### config.mk
export PLATFORM = sky130hd
export DESIGN_NAME = csi_rx_bridge
export DESIGN_NICKNAME = d
export VERILOG_FILES = /design/src/verilog/csi_rx_pkg.sv /design/src/verilog/csi_rx_bridge.sv /design/src/verilog/csi_raw10_depacker.sv /design/src/verilog/csi_packet_decoder.sv /design/src/verilog/csi_lane_aligner.sv /design/src/verilog/csi_byte_aligner.sv /design/src/verilog/csi_line_reset_gen.sv
export SDC_FILE = /design/constraint.sdc
export NUM_CORES = 1
export LEC_CHECK = 0
export BUFFER_PORTS_ARGS = -buffer_cell sky130_fd_sc_hd__buf_2
export CAP_MARGIN = 25
export CORE_ASPECT_RATIO = 1.1
export CORE_MARGIN = 2
export CORE_UTILIZATION = 35
export DETAILED_ROUTE_END_ITERATION = 8
export GPL_TIMING_DRIVEN = 0
export PLACE_DENSITY_LB_ADDON = 0.2
export SYNTH_ARGS = -nofsm -noshare
export SYNTH_HDL_FRONTEND = slang
export SYNTH_HIERARCHICAL = 1
export SYNTH_SLANG_ARGS = --single-unit
### constraint.sdc
create_clock -name clk_i -period 3.3 [get_ports clk_i]
set_input_delay 0.33 -clock clk_i [delete_from_list [all_inputs] [get_ports clk_i]]
set_output_delay 0.33 -clock clk_i [all_outputs]
set_load 0.01 [all_outputs]
### src/verilog/csi_rx_pkg.sv
`default_nettype none

package csi_rx_pkg;

	// two data lanes at gear 8
	localparam int LANES = 2;

	// one deserialized byte from a single lane
	typedef logic [7:0] byte_t;

	// lane 0 sits in the low byte
	typedef logic [LANES*8-1:0] lane_bytes_t;

	// raw10 pixel and a pair of them, earlier pixel low
	typedef logic [9:0]  pixel_t;
	typedef logic [19:0] pixel_pair_t;

	// long packet header fields
	typedef logic [15:0] word_count_t; // payload length in bytes
	typedef logic [5:0]  data_type_t;

	// hs sync pattern, sent lsb first on each lane
	localparam byte_t SYNC_BYTE = 8'hB8;

	// only data type forwarded to the depacker
	localparam data_type_t DT_RAW10 = 6'h2B;

	// consecutive lp-high cycles on lane 0 before a line reset fires
	localparam int LP_DEBOUNCE = 4;

	// worst lane-to-lane skew the lane aligner can absorb, in byte clocks
	localparam int MAX_SKEW = 2;

endpackage

`default_nettype wire
### src/verilog/csi_rx_bridge.sv
`timescale 1ns/1ps
`default_nettype none

module csi_rx_bridge (
	input  logic                    clk_i,        // byte clock from the phy
	input  logic                    reset_i,
	input  csi_rx_pkg::lane_bytes_t hs_data_i,    // deserialized hs bytes, lane 0 low
	input  logic                    lp_data0_i,
	input  logic                    lp_clk_i,
	output csi_rx_pkg::pixel_pair_t pixels_o,
	output logic                    pixel_valid_o,
	output logic                    line_valid_o,
	output logic                    fsync_o
);
	import csi_rx_pkg::*;

	logic             line_reset;
	logic             core_reset;    // global or per-line reset
	lane_bytes_t      byte_aligned;
	logic [LANES-1:0] byte_valid;
	lane_bytes_t      lane_aligned;
	logic             lane_valid;
	lane_bytes_t      payload;
	logic             payload_valid;

	csi_line_reset_gen csi_line_reset_gen_i (
		.clk_i        (clk_i),
		.reset_i      (reset_i),
		.lp_data0_i   (lp_data0_i),
		.line_reset_o (line_reset)
	);

	assign core_reset = reset_i || line_reset;

	// one aligner per lane
	for (genvar i = 0; i < LANES; i++)
	begin : g_lane
		csi_byte_aligner csi_byte_aligner_i (
			.clk_i        (clk_i),
			.reset_i      (core_reset),
			.byte_i       (hs_data_i[8*i +: 8]),
			.byte_o       (byte_aligned[8*i +: 8]),
			.byte_valid_o (byte_valid[i])
		);
	end

	csi_lane_aligner csi_lane_aligner_i (
		.clk_i         (clk_i),
		.reset_i       (core_reset),
		.bytes_valid_i (byte_valid),
		.bytes_i       (byte_aligned),
		.lane_bytes_o  (lane_aligned),
		.lane_valid_o  (lane_valid)
	);

	csi_packet_decoder csi_packet_decoder_i (
		.clk_i           (clk_i),
		.reset_i         (core_reset),
		.data_valid_i    (lane_valid),
		.data_i          (lane_aligned),
		.payload_o       (payload),
		.payload_valid_o (payload_valid)
	);

	csi_raw10_depacker csi_raw10_depacker_i (
		.clk_i         (clk_i),
		.reset_i       (core_reset),
		.data_valid_i  (payload_valid),
		.data_i        (payload),
		.pixels_o      (pixels_o),
		.pixel_valid_o (pixel_valid_o),
		.line_valid_o  (line_valid_o)
	);

	// clock lane in hs means a frame is running
	always_ff @(posedge clk_i)
	begin
		if (reset_i)
			fsync_o <= 1'b0;
		else
			fsync_o <= ~lp_clk_i;
	end

endmodule

`default_nettype wire

### src/verilog/csi_raw10_depacker.sv
`timescale 1ns/1ps
`default_nettype none

module csi_raw10_depacker (
	input  logic                    clk_i,
	input  logic                    reset_i,
	input  logic                    data_valid_i,
	input  csi_rx_pkg::lane_bytes_t data_i,
	output csi_rx_pkg::pixel_pair_t pixels_o,
	output logic                    pixel_valid_o,
	output logic                    line_valid_o
);
	import csi_rx_pkg::*;

	logic [2:0]  phase_q;  // beat within a ten-byte block, two groups
	byte_t       hi_q [4]; // high bytes of the group being gathered
	byte_t       lo_byte;
	byte_t       hi_byte;
	byte_t       lsb;      // fifth byte of a group
	byte_t       hi3;
	pixel_t      pix [4];
	logic        group_done;
	pixel_pair_t pair_q [2]; // queued pairs of the last group
	logic [1:0]  pend_q;     // pairs still to leave

	assign lo_byte = data_i[7:0];
	assign hi_byte = data_i[15:8];

	// groups close on beat 2 (lane 0 byte) and beat 4 (lane 1 byte)
	assign group_done = data_valid_i && (phase_q == 3'd2 || phase_q == 3'd4);
	assign lsb        = (phase_q == 3'd2) ? lo_byte : hi_byte;
	assign hi3        = (phase_q == 3'd4) ? lo_byte : hi_q[3]; // arrives with lsb

	always_comb
	begin
		for (int k = 0; k < 4; k++)
			pix[k] = {hi_q[k], lsb[2*k +: 2]};
		pix[3] = {hi3, lsb[7:6]};
	end

	always_ff @(posedge clk_i)
	begin
		if (data_valid_i)
		begin
			case (phase_q)
				3'd0:
				begin
					hi_q[0] <= lo_byte;
					hi_q[1] <= hi_byte;
				end
				3'd1:
				begin
					hi_q[2] <= lo_byte;
					hi_q[3] <= hi_byte;
				end
				3'd2: hi_q[0] <= hi_byte; // second group starts mid beat
				3'd3:
				begin
					hi_q[1] <= lo_byte;
					hi_q[2] <= hi_byte;
				end
				default: ; // beat 4 used in place
			endcase
		end
		if (group_done)
		begin
			pair_q[0] <= {pix[1], pix[0]};
			pair_q[1] <= {pix[3], pix[2]};
		end
		if (reset_i)
		begin
			phase_q <= '0;
			pend_q  <= '0;
		end
		else
		begin
			if (data_valid_i)
				phase_q <= (phase_q == 3'd4) ? 3'd0 : phase_q + 3'd1;
			// groups close at least two beats apart, so the queue has drained
			if (group_done)
				pend_q <= 2'd2;
			else if (pend_q != 2'd0)
				pend_q <= pend_q - 2'd1;
		end
	end

	assign pixels_o      = (pend_q == 2'd2) ? pair_q[0] : pair_q[1];
	assign pixel_valid_o = (pend_q != 2'd0);
	// high from first payload beat until the queue empties
	assign line_valid_o  = data_valid_i || pixel_valid_o || (phase_q != 3'd0);

endmodule

`default_nettype wire

### src/verilog/csi_packet_decoder.sv
`timescale 1ns/1ps
`default_nettype none

module csi_packet_decoder (
	input  logic                    clk_i,
	input  logic                    reset_i,
	input  logic                    data_valid_i,
	input  csi_rx_pkg::lane_bytes_t data_i,
	output csi_rx_pkg::lane_bytes_t payload_o,
	output logic                    payload_valid_o
);
	import csi_rx_pkg::*;

	typedef enum logic [1:0] {
		ST_HDR_FIRST,  // data id and word count low
		ST_HDR_SECOND, // word count high and ecc
		ST_PAYLOAD,
		ST_DROP        // wait here for the next reset
	} state_t;

	state_t      state_q;
	data_type_t  dt_q;      // data type of the current packet
	byte_t       wc_lo_q;   // word count low byte from beat 0
	word_count_t remain_q;  // payload bytes still to pass
	word_count_t wc_full;

	// beat 1 carries the word count high byte on lane 0
	assign wc_full = {data_i[7:0], wc_lo_q};

	always_ff @(posedge clk_i)
	begin
		payload_o <= data_i;
		if (data_valid_i && state_q == ST_HDR_FIRST)
		begin
			dt_q    <= data_i[5:0]; // virtual channel bits dropped
			wc_lo_q <= data_i[15:8];
		end
		if (reset_i)
		begin
			state_q         <= ST_HDR_FIRST;
			remain_q        <= '0;
			payload_valid_o <= 1'b0;
		end
		else
		begin
			payload_valid_o <= 1'b0;
			if (data_valid_i)
			begin
				case (state_q)
					ST_HDR_FIRST:
					begin
						state_q <= ST_HDR_SECOND;
					end
					ST_HDR_SECOND:
					begin
						// ecc byte on lane 1 not checked
						remain_q <= wc_full;
						if (dt_q == DT_RAW10 && wc_full != '0)
							state_q <= ST_PAYLOAD;
						else
							state_q <= ST_DROP; // short or non-raw10 packet
					end
					ST_PAYLOAD:
					begin
						payload_valid_o <= 1'b1;
						remain_q        <= remain_q - word_count_t'(LANES);
						if (remain_q <= word_count_t'(LANES))
							state_q <= ST_DROP; // checksum follows, ignored
					end
					default:
					begin
						state_q <= ST_DROP;
					end
				endcase
			end
		end
	end

endmodule

`default_nettype wire

### src/verilog/csi_lane_aligner.sv
`timescale 1ns/1ps
`default_nettype none

module csi_lane_aligner (
	input  logic                         clk_i,
	input  logic                         reset_i,
	input  logic [csi_rx_pkg::LANES-1:0] bytes_valid_i,
	input  csi_rx_pkg::lane_bytes_t      bytes_i,
	output csi_rx_pkg::lane_bytes_t      lane_bytes_o,
	output logic                         lane_valid_o
);
	import csi_rx_pkg::*;

	localparam int DLY_W = $clog2(MAX_SKEW + 1);

	byte_t               bhist_q [LANES][MAX_SKEW]; // past bytes, index 0 newest
	logic [MAX_SKEW-1:0] vhist_q [LANES];           // past valids, bit 0 newest
	logic [DLY_W-1:0]    delay_q [LANES];           // delay frozen at first alignment
	logic [DLY_W-1:0]    delay   [LANES];
	logic                locked_q;
	logic                all_valid;
	lane_bytes_t         tap;

	assign all_valid = &bytes_valid_i;

	always_comb
	begin
		for (int l = 0; l < LANES; l++)
		begin
			// earlier valid cycles tell how far ahead this lane ran
			delay[l] = '0;
			for (int d = 0; d < MAX_SKEW; d++)
				delay[l] = delay[l] + DLY_W'(vhist_q[l][d]);
			if (locked_q)
				delay[l] = delay_q[l];
			tap[l*8 +: 8] = bytes_i[l*8 +: 8]; // zero delay, latest lane
			for (int d = 0; d < MAX_SKEW; d++)
				if (delay[l] == DLY_W'(d + 1))
					tap[l*8 +: 8] = bhist_q[l][d];
		end
	end

	always_ff @(posedge clk_i)
	begin
		lane_bytes_o <= tap;
		for (int l = 0; l < LANES; l++)
		begin
			bhist_q[l][0] <= bytes_i[l*8 +: 8];
			for (int d = 1; d < MAX_SKEW; d++)
				bhist_q[l][d] <= bhist_q[l][d-1];
		end
		if (reset_i)
		begin
			locked_q     <= 1'b0;
			lane_valid_o <= 1'b0;
			for (int l = 0; l < LANES; l++)
			begin
				vhist_q[l] <= '0;
				delay_q[l] <= '0;
			end
		end
		else
		begin
			lane_valid_o <= all_valid; // one cycle past the latest lane
			for (int l = 0; l < LANES; l++)
				vhist_q[l] <= (vhist_q[l] << 1) | MAX_SKEW'(bytes_valid_i[l]);
			if (all_valid && !locked_q)
			begin
				locked_q <= 1'b1;
				for (int l = 0; l < LANES; l++)
					delay_q[l] <= delay[l];
			end
		end
	end

endmodule

`default_nettype wire

### src/verilog/csi_byte_aligner.sv
`timescale 1ns/1ps
`default_nettype none

module csi_byte_aligner (
	input  logic              clk_i,
	input  logic              reset_i,
	input  csi_rx_pkg::byte_t byte_i,
	output csi_rx_pkg::byte_t byte_o,
	output logic              byte_valid_o
);
	import csi_rx_pkg::*;

	byte_t       prev_q;      // byte from the previous clock
	logic [15:0] window;      // current byte on top, previous below
	logic [2:0]  offset_q;    // locked bit offset of the sync
	logic        locked_q;
	logic        hit;
	logic [2:0]  hit_offset;

	// bits arrive lsb first, so older bits sit lower in the window
	assign window = {byte_i, prev_q};

	// scan all eight bit windows, lowest offset wins
	always_comb
	begin
		hit        = 1'b0;
		hit_offset = '0;
		for (int k = 7; k >= 0; k--)
		begin
			if (window[k +: 8] == SYNC_BYTE)
			begin
				hit        = 1'b1;
				hit_offset = 3'(k);
			end
		end
	end

	always_ff @(posedge clk_i)
	begin
		prev_q <= byte_i;
		byte_o <= window[offset_q +: 8]; // realigned byte
		if (reset_i)
		begin
			locked_q     <= 1'b0;
			offset_q     <= '0;
			byte_valid_o <= 1'b0;
		end
		else
		begin
			// valid from the first byte after the sync onward
			byte_valid_o <= locked_q;
			if (!locked_q && hit)
			begin
				locked_q <= 1'b1; // hold until next reset
				offset_q <= hit_offset;
			end
		end
	end

endmodule

`default_nettype wire

### src/verilog/csi_line_reset_gen.sv
`timescale 1ns/1ps
`default_nettype none

module csi_line_reset_gen (
	input  logic clk_i,
	input  logic reset_i,
	input  logic lp_data0_i,    // low-power level of data lane 0
	output logic line_reset_o
);
	import csi_rx_pkg::*;

	localparam int CNT_W = $clog2(LP_DEBOUNCE + 1);

	logic [CNT_W-1:0] lp_cnt_q; // consecutive lp-high cycles, saturates

	always_ff @(posedge clk_i)
	begin
		if (reset_i)
			lp_cnt_q <= '0;
		else if (!lp_data0_i)
			lp_cnt_q <= '0; // any hs cycle restarts the count
		else if (lp_cnt_q != CNT_W'(LP_DEBOUNCE))
			lp_cnt_q <= lp_cnt_q + 1'b1;
	end

	// held while the lane stays in lp, drops the cycle after it leaves
	assign line_reset_o = (lp_cnt_q == CNT_W'(LP_DEBOUNCE));

endmodule

`default_nettype wire

Word-level counts from Yosys, hierarchy flattened
Memory sizes are Yosys's and may differ from the RTL's.
Cells that the tools add are included.
W data, S select, Z words.
{ "totals": {"regBits": 118, "ramBits": 112, "wordCells": 191, "n_memories": 5} }
{ "memory_table": {"columns": ["memory", "depth", "word_bits", "rd", "rd_clocked_by_memory_dff", "wr", "line", "source"], "rows": [
  ["csi_raw10_depacker_i.pair_q", 2, 20, 2, 0, 2, "csi_raw10_depacker.sv:23", "pixel_pair_t pair_q [2];"],
  ["csi_lane_aligner_i.bhist_q", 2, 16, 2, 0, 2, "csi_lane_aligner.sv:16", "byte_t bhist_q [LANES][MAX_SKEW];"],
  ["csi_raw10_depacker_i.hi_q", 4, 8, 4, 0, 2, "csi_raw10_depacker.sv:16", "byte_t hi_q [4];"],
  ["csi_lane_aligner_i.delay_q", 2, 2, 2, 0, 2, "csi_lane_aligner.sv:18", "logic [DLY_W-1:0] delay_q [LANES];"],
  ["csi_lane_aligner_i.vhist_q", 2, 2, 2, 0, 2, "csi_lane_aligner.sv:17", "logic [MAX_SKEW-1:0] vhist_q [LANES];"]
]} }
{ "classes": {"add_sub_neg": 6, "order_cmp": 1, "n_eq_ne": 31, "shift": 2, "mux": 82, "bitwise": 12, "n_reduce_logical": 28} }
{ "op_table": {"columns": ["operator", "n"], "rows": [
  ["$eq A8 B8 Y1 const B", 16],
  ["$mux W8", 11],
  ["$mux W3", 17],
  ["$mux W1", 40],
  ["$pmux W16 S2", 1],
  ["$shiftx A16 B4 Y8", 2],
  ["$mux W2", 11],
  ["$mux W20", 1],
  ["$le A16 B2 Y1 const B", 1],
  ["$reduce_bool A16 Y1", 1],
  ["$reduce_or A8 Y1", 2],
  ["$sub A16 B2 Y16 const B", 1],
  ["$eq A2 B2 Y1 const B", 4],
  ["$or A1 B1 Y1", 7],
  ["$add A3 B1 Y3 const B", 2],
  ["$eq A2 B1 Y1 const B", 3],
  ["$eq A3 B2 Y1 const B", 2],
  ["$eq A3 B3 Y1 const B", 2],
  ["$eq A6 B6 Y1 const B", 1],
  ["$logic_and A1 B1 Y1", 6],
  ["$pmux W2 S3", 1],
  ["$reduce_and A2 Y1", 3],
  ["$reduce_bool A2 Y1", 3],
  ["$reduce_or A2 Y1", 3],
  ["other kinds (12)", 21]
]} }

Longest topological paths before layout
{ "depth": {"word_depth": 10, "depth_mapped": 8, "mapped_depth_nobuf": 6} }

Hierarchy
The synthesis kept the hierarchy.
{ "by_module_without_submodules": {"columns": ["mod", "instances", "cells_each", "area_each_um2", "seq_area_each_um2"], "rows": [
  ["csi_raw10_depacker", 1, 178, 3275.6, 2262.2],
  ["csi_byte_aligner", 2, 105, 1081.0, 420.4],
  ["csi_packet_decoder", 1, 196, 2047.0, 1121.1],
  ["csi_lane_aligner", 1, 157, 1806.7, 1201.2],
  ["csi_line_reset_gen", 1, 18, 167.7, 60.1],
  ["csi_rx_bridge", 1, 3, 30.0, 20.0]
]} }

Worst setup path before layout
No wires, ideal clock.
{ "synth_timing": {"kind": "register to register", "start": "register csi_raw10_depacker_i.phase_q[0]", "end": "memory csi_raw10_depacker_i/pair_q[0][0] (netlist bit), enable pin", "setup_ns": 0.413, "t_arrival_ns": 1.971, "setup_slack_ns": 0.917, "path_stages_with_launch": 5, "path_buffers": 0, "path_cell_list": "dfxtp_1 -> inv_1 -> ha_1 -> nand2b_1 -> a21boi_2"} }
{ "synth_lines": {"columns": ["element", "line", "source"], "rows": [
  ["start, declared", "csi_raw10_depacker.sv:15", "logic [2:0] phase_q;"],
  ["start signal, assigned", "csi_raw10_depacker.sv:78", "phase_q <= (phase_q == 3'd4) ? 3'd0 : phase_q + 3'd1;"],
  ["end, declared", "csi_raw10_depacker.sv:23", null]
]} }

Worst setup path after layout
{ "layout_timing": {"start": "register csi_line_reset_gen_i.lp_cnt_q[0]", "end": "register csi_packet_decoder_i.remain_q[3]"} }
{ "layout_via": {"elab_chain_len": 2} }
{ "layout_rtl": {"columns": ["element", "line", "source"], "rows": [
  ["start, declared", "csi_line_reset_gen.sv:14", "logic [CNT_W-1:0] lp_cnt_q;"],
  ["start signal, assigned", "csi_line_reset_gen.sv:23", "lp_cnt_q <= lp_cnt_q + 1'b1;"],
  ["$eq A3 B3 Y1", "csi_line_reset_gen.sv:27", "assign line_reset_o = (lp_cnt_q == CNT_W'(LP_DEBOUNCE));"],
  ["named net line_reset", "csi_rx_bridge.sv:17", "logic line_reset;"],
  ["$logic_or A1 B1 Y1", "csi_rx_bridge.sv:33", "assign core_reset = reset_i || line_reset;"],
  ["named net core_reset", "csi_rx_bridge.sv:18", "logic core_reset;"],
  ["end signal, assigned", "csi_packet_decoder.sv:57", "remain_q <= wc_full;"],
  ["end signal, assigned", "csi_packet_decoder.sv:66", "remain_q <= remain_q - word_count_t'(LANES);"],
  ["end, declared", "csi_packet_decoder.sv:24", "word_count_t remain_q;"]
]} }
The timed path passes the listed nets, and every way through them passes these cells.
A chain may end at the register's enable or synchronous reset.

==> impl_metrics.yaml <==
global_routing:
  grt_pass1_vias: 5913
  grt_util_met1: 0.157
  antenna_found_initial: 0
  met2_usage: 0.235
  grt_use_total: 0.129
  top_usage_layer: "met2"
  grt_max_degree: 24
  use_met3: 0.0213
  grt_pass1_wl_um: 30200
  overflow: 0
power_and_ir_drop:
  ir_drop_v: 0.000319
  p_seq_frac: 0.528
  p_comb_frac: 0.041
  p_sw_uw: 1270
  swShare: 0.212
  p_int_uw: 4710
  p_leak_uw: 0.00434
  clock_power_share: 0.431
  p_per_area_nw_per_um2: 538
timing:
  fin_crit_sh: 0.759
  fmax_mhz: 399
  worst_slack_ns: 0.794
  relSlewSlack: 0.404
  rsz0062_at_grt: "no"
  maxSlewViolCount: 0
  hold_viol_final: 0
  tightest_slew_ns: 0.893
  setup_viol: 0
  fin_setup_tns_ns: 0
  clock_skew_ns: 0.00818
  period_minus_slack_ns: 2.51
logic_synthesis:
  seq_area_frac_synth: 0.580
  syn_inst: 762
  syn_area_um2: 9490
  syn_nets: 797
  synthArstFlopShare: 0
  ys_seq_elements: 230
  synth-main-ff-cell: "dfxtp_1"
  avgSynthCellArea_um2: 12.5
  yosys_warnings: 6
  synth-edff-count: 90
  synth.distinct_cells: 78
clock_tree:
  cts.sinks: 230
  path_clk_slew_ns: 0.06
  insertion_delay_ns: 0.51
  cts_tree: "done"
  cts_max_level: 1
  cts_max_path_buffers: 3
  root_buffer: "clkbuf_16"
  cts_inserted_buffers: 24
  cts_setup_buffers: 0
floorplanning:
  die_width_um: 161
  ios: 43
  die_area_um2: 28400
  core_um2: 26800
  placementRows: 63
  start_util: 0.354
  die_h_um: 177
setup_path:
  start_kind: "flip-flop"
  cp-end-kind: "flip-flop"
  cpPeakStageDelay_ns: 0.49
  critPathSlowestCell: "clkbuf_1"
  cp.arrival_ns: 2.88
  crit_top_cell: "clkbuf_1"
  cp_max_fo: 23
  rrSetupSlack_ns: 0.79
  crit_type: "reg -> reg"
  crit_chain: "inv_1, ha_1, and2_2, or2_1, buf_16, clkbuf_1, clkbuf_1, nor2_1"
  cp.required_ns: 3.67
route:
  routed_via_density: 4.82
  drt_first_pass_iters: 4
  postRouteAntennaNets: 0
  vias: 5877
  dr.first_iter.drc_count: 340
  routed_wl_um: 17800
  wire_per_inst_um: 14.6
  drc: 0
final_layout:
  nets: 880
  final_common_cell: "dfxtp_1"
  layout_common_cells: "dfxtp_1 (140), edfxtp_1 (90), inv_1 (69), mux2_2 (58), buf_2 (52)"
  syn_to_final_growth_pct: 17.0
  layout-drive-gt1-share: 0.260
  post-route-util: 0.414
  num_antenna_cells: 0
placed_design:
  dp_hpwl_um: 12600
  dp_slack_ns: 0.830
  place.gp.congestion: 0.807
  port_buffers: 42
hold_path:
  hp-class: "in -> reg"
run:
  drv_cap: 0
outcome:
  outcome: "finished, final reports clean"
==> power by group through the flow <==
| stage | clock network [uW] | registers, uW | logic [uW] |
|---|---|---|---|
| 4_1_cts | 2670 | 3160 | 245 |
| 3_5_place_dp | 0 | 3220 | 232 |
| 5_1_grt | 2780 | 3170 | 275 |
| 3_3_place_gp | 0 | 3220 | 226 |
| 2_1_floorplan | 0 | 3180 | 172 |
| 6_report | 2580 | 3160 | 242 |
==> logic make-up (layout without fill, tap and decap cells) <==
group	Yosys count	after routing	synth area share
fa+ha+maj	15	15	0.0198
compound gates	135	135	0.101
simple gates	188	188	0.125
xor+xnor	4	4	0.00369
buf+inv	98	199	0.0454
mux	92	92	0.125
flops	230	230	0.580
==> area by class of cell <==
| class | instances | area (um2) |
|---|---|---|
| buffer | 28 | 168 |
| clock buffer | 31 | 668 |
| clock inverter | 13 | 97.6 |
| fill | 2592 | 15700 |
| inverter | 70 | 263 |
| multi-input combinational | 434 | 3560 |
| sequential | 230 | 5510 |
| tap | 357 | 447 |
| timing repair buffer | 57 | 395 |
==> final timing paths <==
path                                          start                                      to  cells after the start
setup / recovery   csi_line_reset_gen_i/lp_cnt_q[0]        csi_packet_decoder_i/remain_q[3]                      8
hold / removal                        hs_data_i[10]  g_lane[1].csi_byte_aligner_i/prev_q[2]                      1
setup reg to reg   csi_line_reset_gen_i/lp_cnt_q[0]        csi_packet_decoder_i/remain_q[3]                      8
hold reg to reg   csi_lane_aligner_i/bhist_q[1][13]        csi_lane_aligner_i/bhist_q[1][5]                      0
==> critical path, delay by kind of cell, from the launching register on <==
family,cells,cell delay (ns)
fa+ha+maj,1,0.23
buf+inv,4,1.21
flops,1,0.33
simple gates,3,0.58
==> Yosys cell counts, drive strengths merged (3+ instances only) <==
cell type | number | share of area
a31oi | 10 | 0.0066
a222oi | 16 | 0.017
nor3 | 9 | 0.0053
nand4 | 6 | 0.0040
ha | 15 | 0.020
mux2 | 67 | 0.083
mux2i | 15 | 0.016
dfxtp | 140 | 0.30
buf | 15 | 0.010
o21a | 4 | 0.0032
a21oi | 36 | 0.019
inv | 70 | 0.028
nor4bb | 3 | 0.0032
nand3b | 5 | 0.0040
edfxtp | 90 | 0.28
nand2 | 46 | 0.020
nand3 | 6 | 0.0037
nor4 | 7 | 0.0078
and2 | 8 | 0.0054
o21ai | 31 | 0.019
clkbuf | 13 | 0.0073
xor2 | 4 | 0.0037
and4b | 3 | 0.0034
a211oi | 7 | 0.0055
a21o | 5 | 0.0041
and4bb | 20 | 0.026
nand2b | 9 | 0.0059
and3 | 5 | 0.0034
nor2b | 10 | 0.0074
mux4 | 10 | 0.025
nor2 | 39 | 0.015
==> per-stage QoR <==
stage,total power (uW),instance area (um2),instances,hold WS [ns]
after floorplan,3350,9490,762,0.327
after global placement,3450,10100,1161,0.333
after detailed placement,3450,10200,1163,0.335
after CTS,6070,11100,1220,0.00260
after global routing,6230,11100,1220,0.00970
final,5980,11100,1220,0.0342
==> sequential cells by signal, summed over array words and instances, names as in the netlist, 3 cells and up <==
name,count
csi_packet_decoder_i/wc_lo_q,8
csi_lane_aligner_i/delay_q,4
g_lane.csi_byte_aligner_i/offset_q,6
g_lane.csi_byte_aligner_i/prev_q,16
csi_raw10_depacker_i/phase_q,3
csi_line_reset_gen_i/lp_cnt_q,3
csi_raw10_depacker_i/hi_q,32
csi_packet_decoder_i/dt_q,6
csi_packet_decoder_i/payload_o,16
csi_packet_decoder_i/remain_q,16
csi_raw10_depacker_i/pair_q,40
g_lane.csi_byte_aligner_i/byte_o,16
csi_lane_aligner_i/lane_bytes_o,16
csi_lane_aligner_i/vhist_q,4
csi_lane_aligner_i/bhist_q,32
==> metal layers <==
layer	wire, um	vias up
li1	-	2961
met1	7980	2799
met2	8840	83
met3	572	34
met4	451	0
met5	0	-
==> timing repair <==
item,CTS,global route
hold buffers,13,0
resized for setup,0,0
endpoints found under the hold margin,12,0
(Power assumes the default switching activity.)
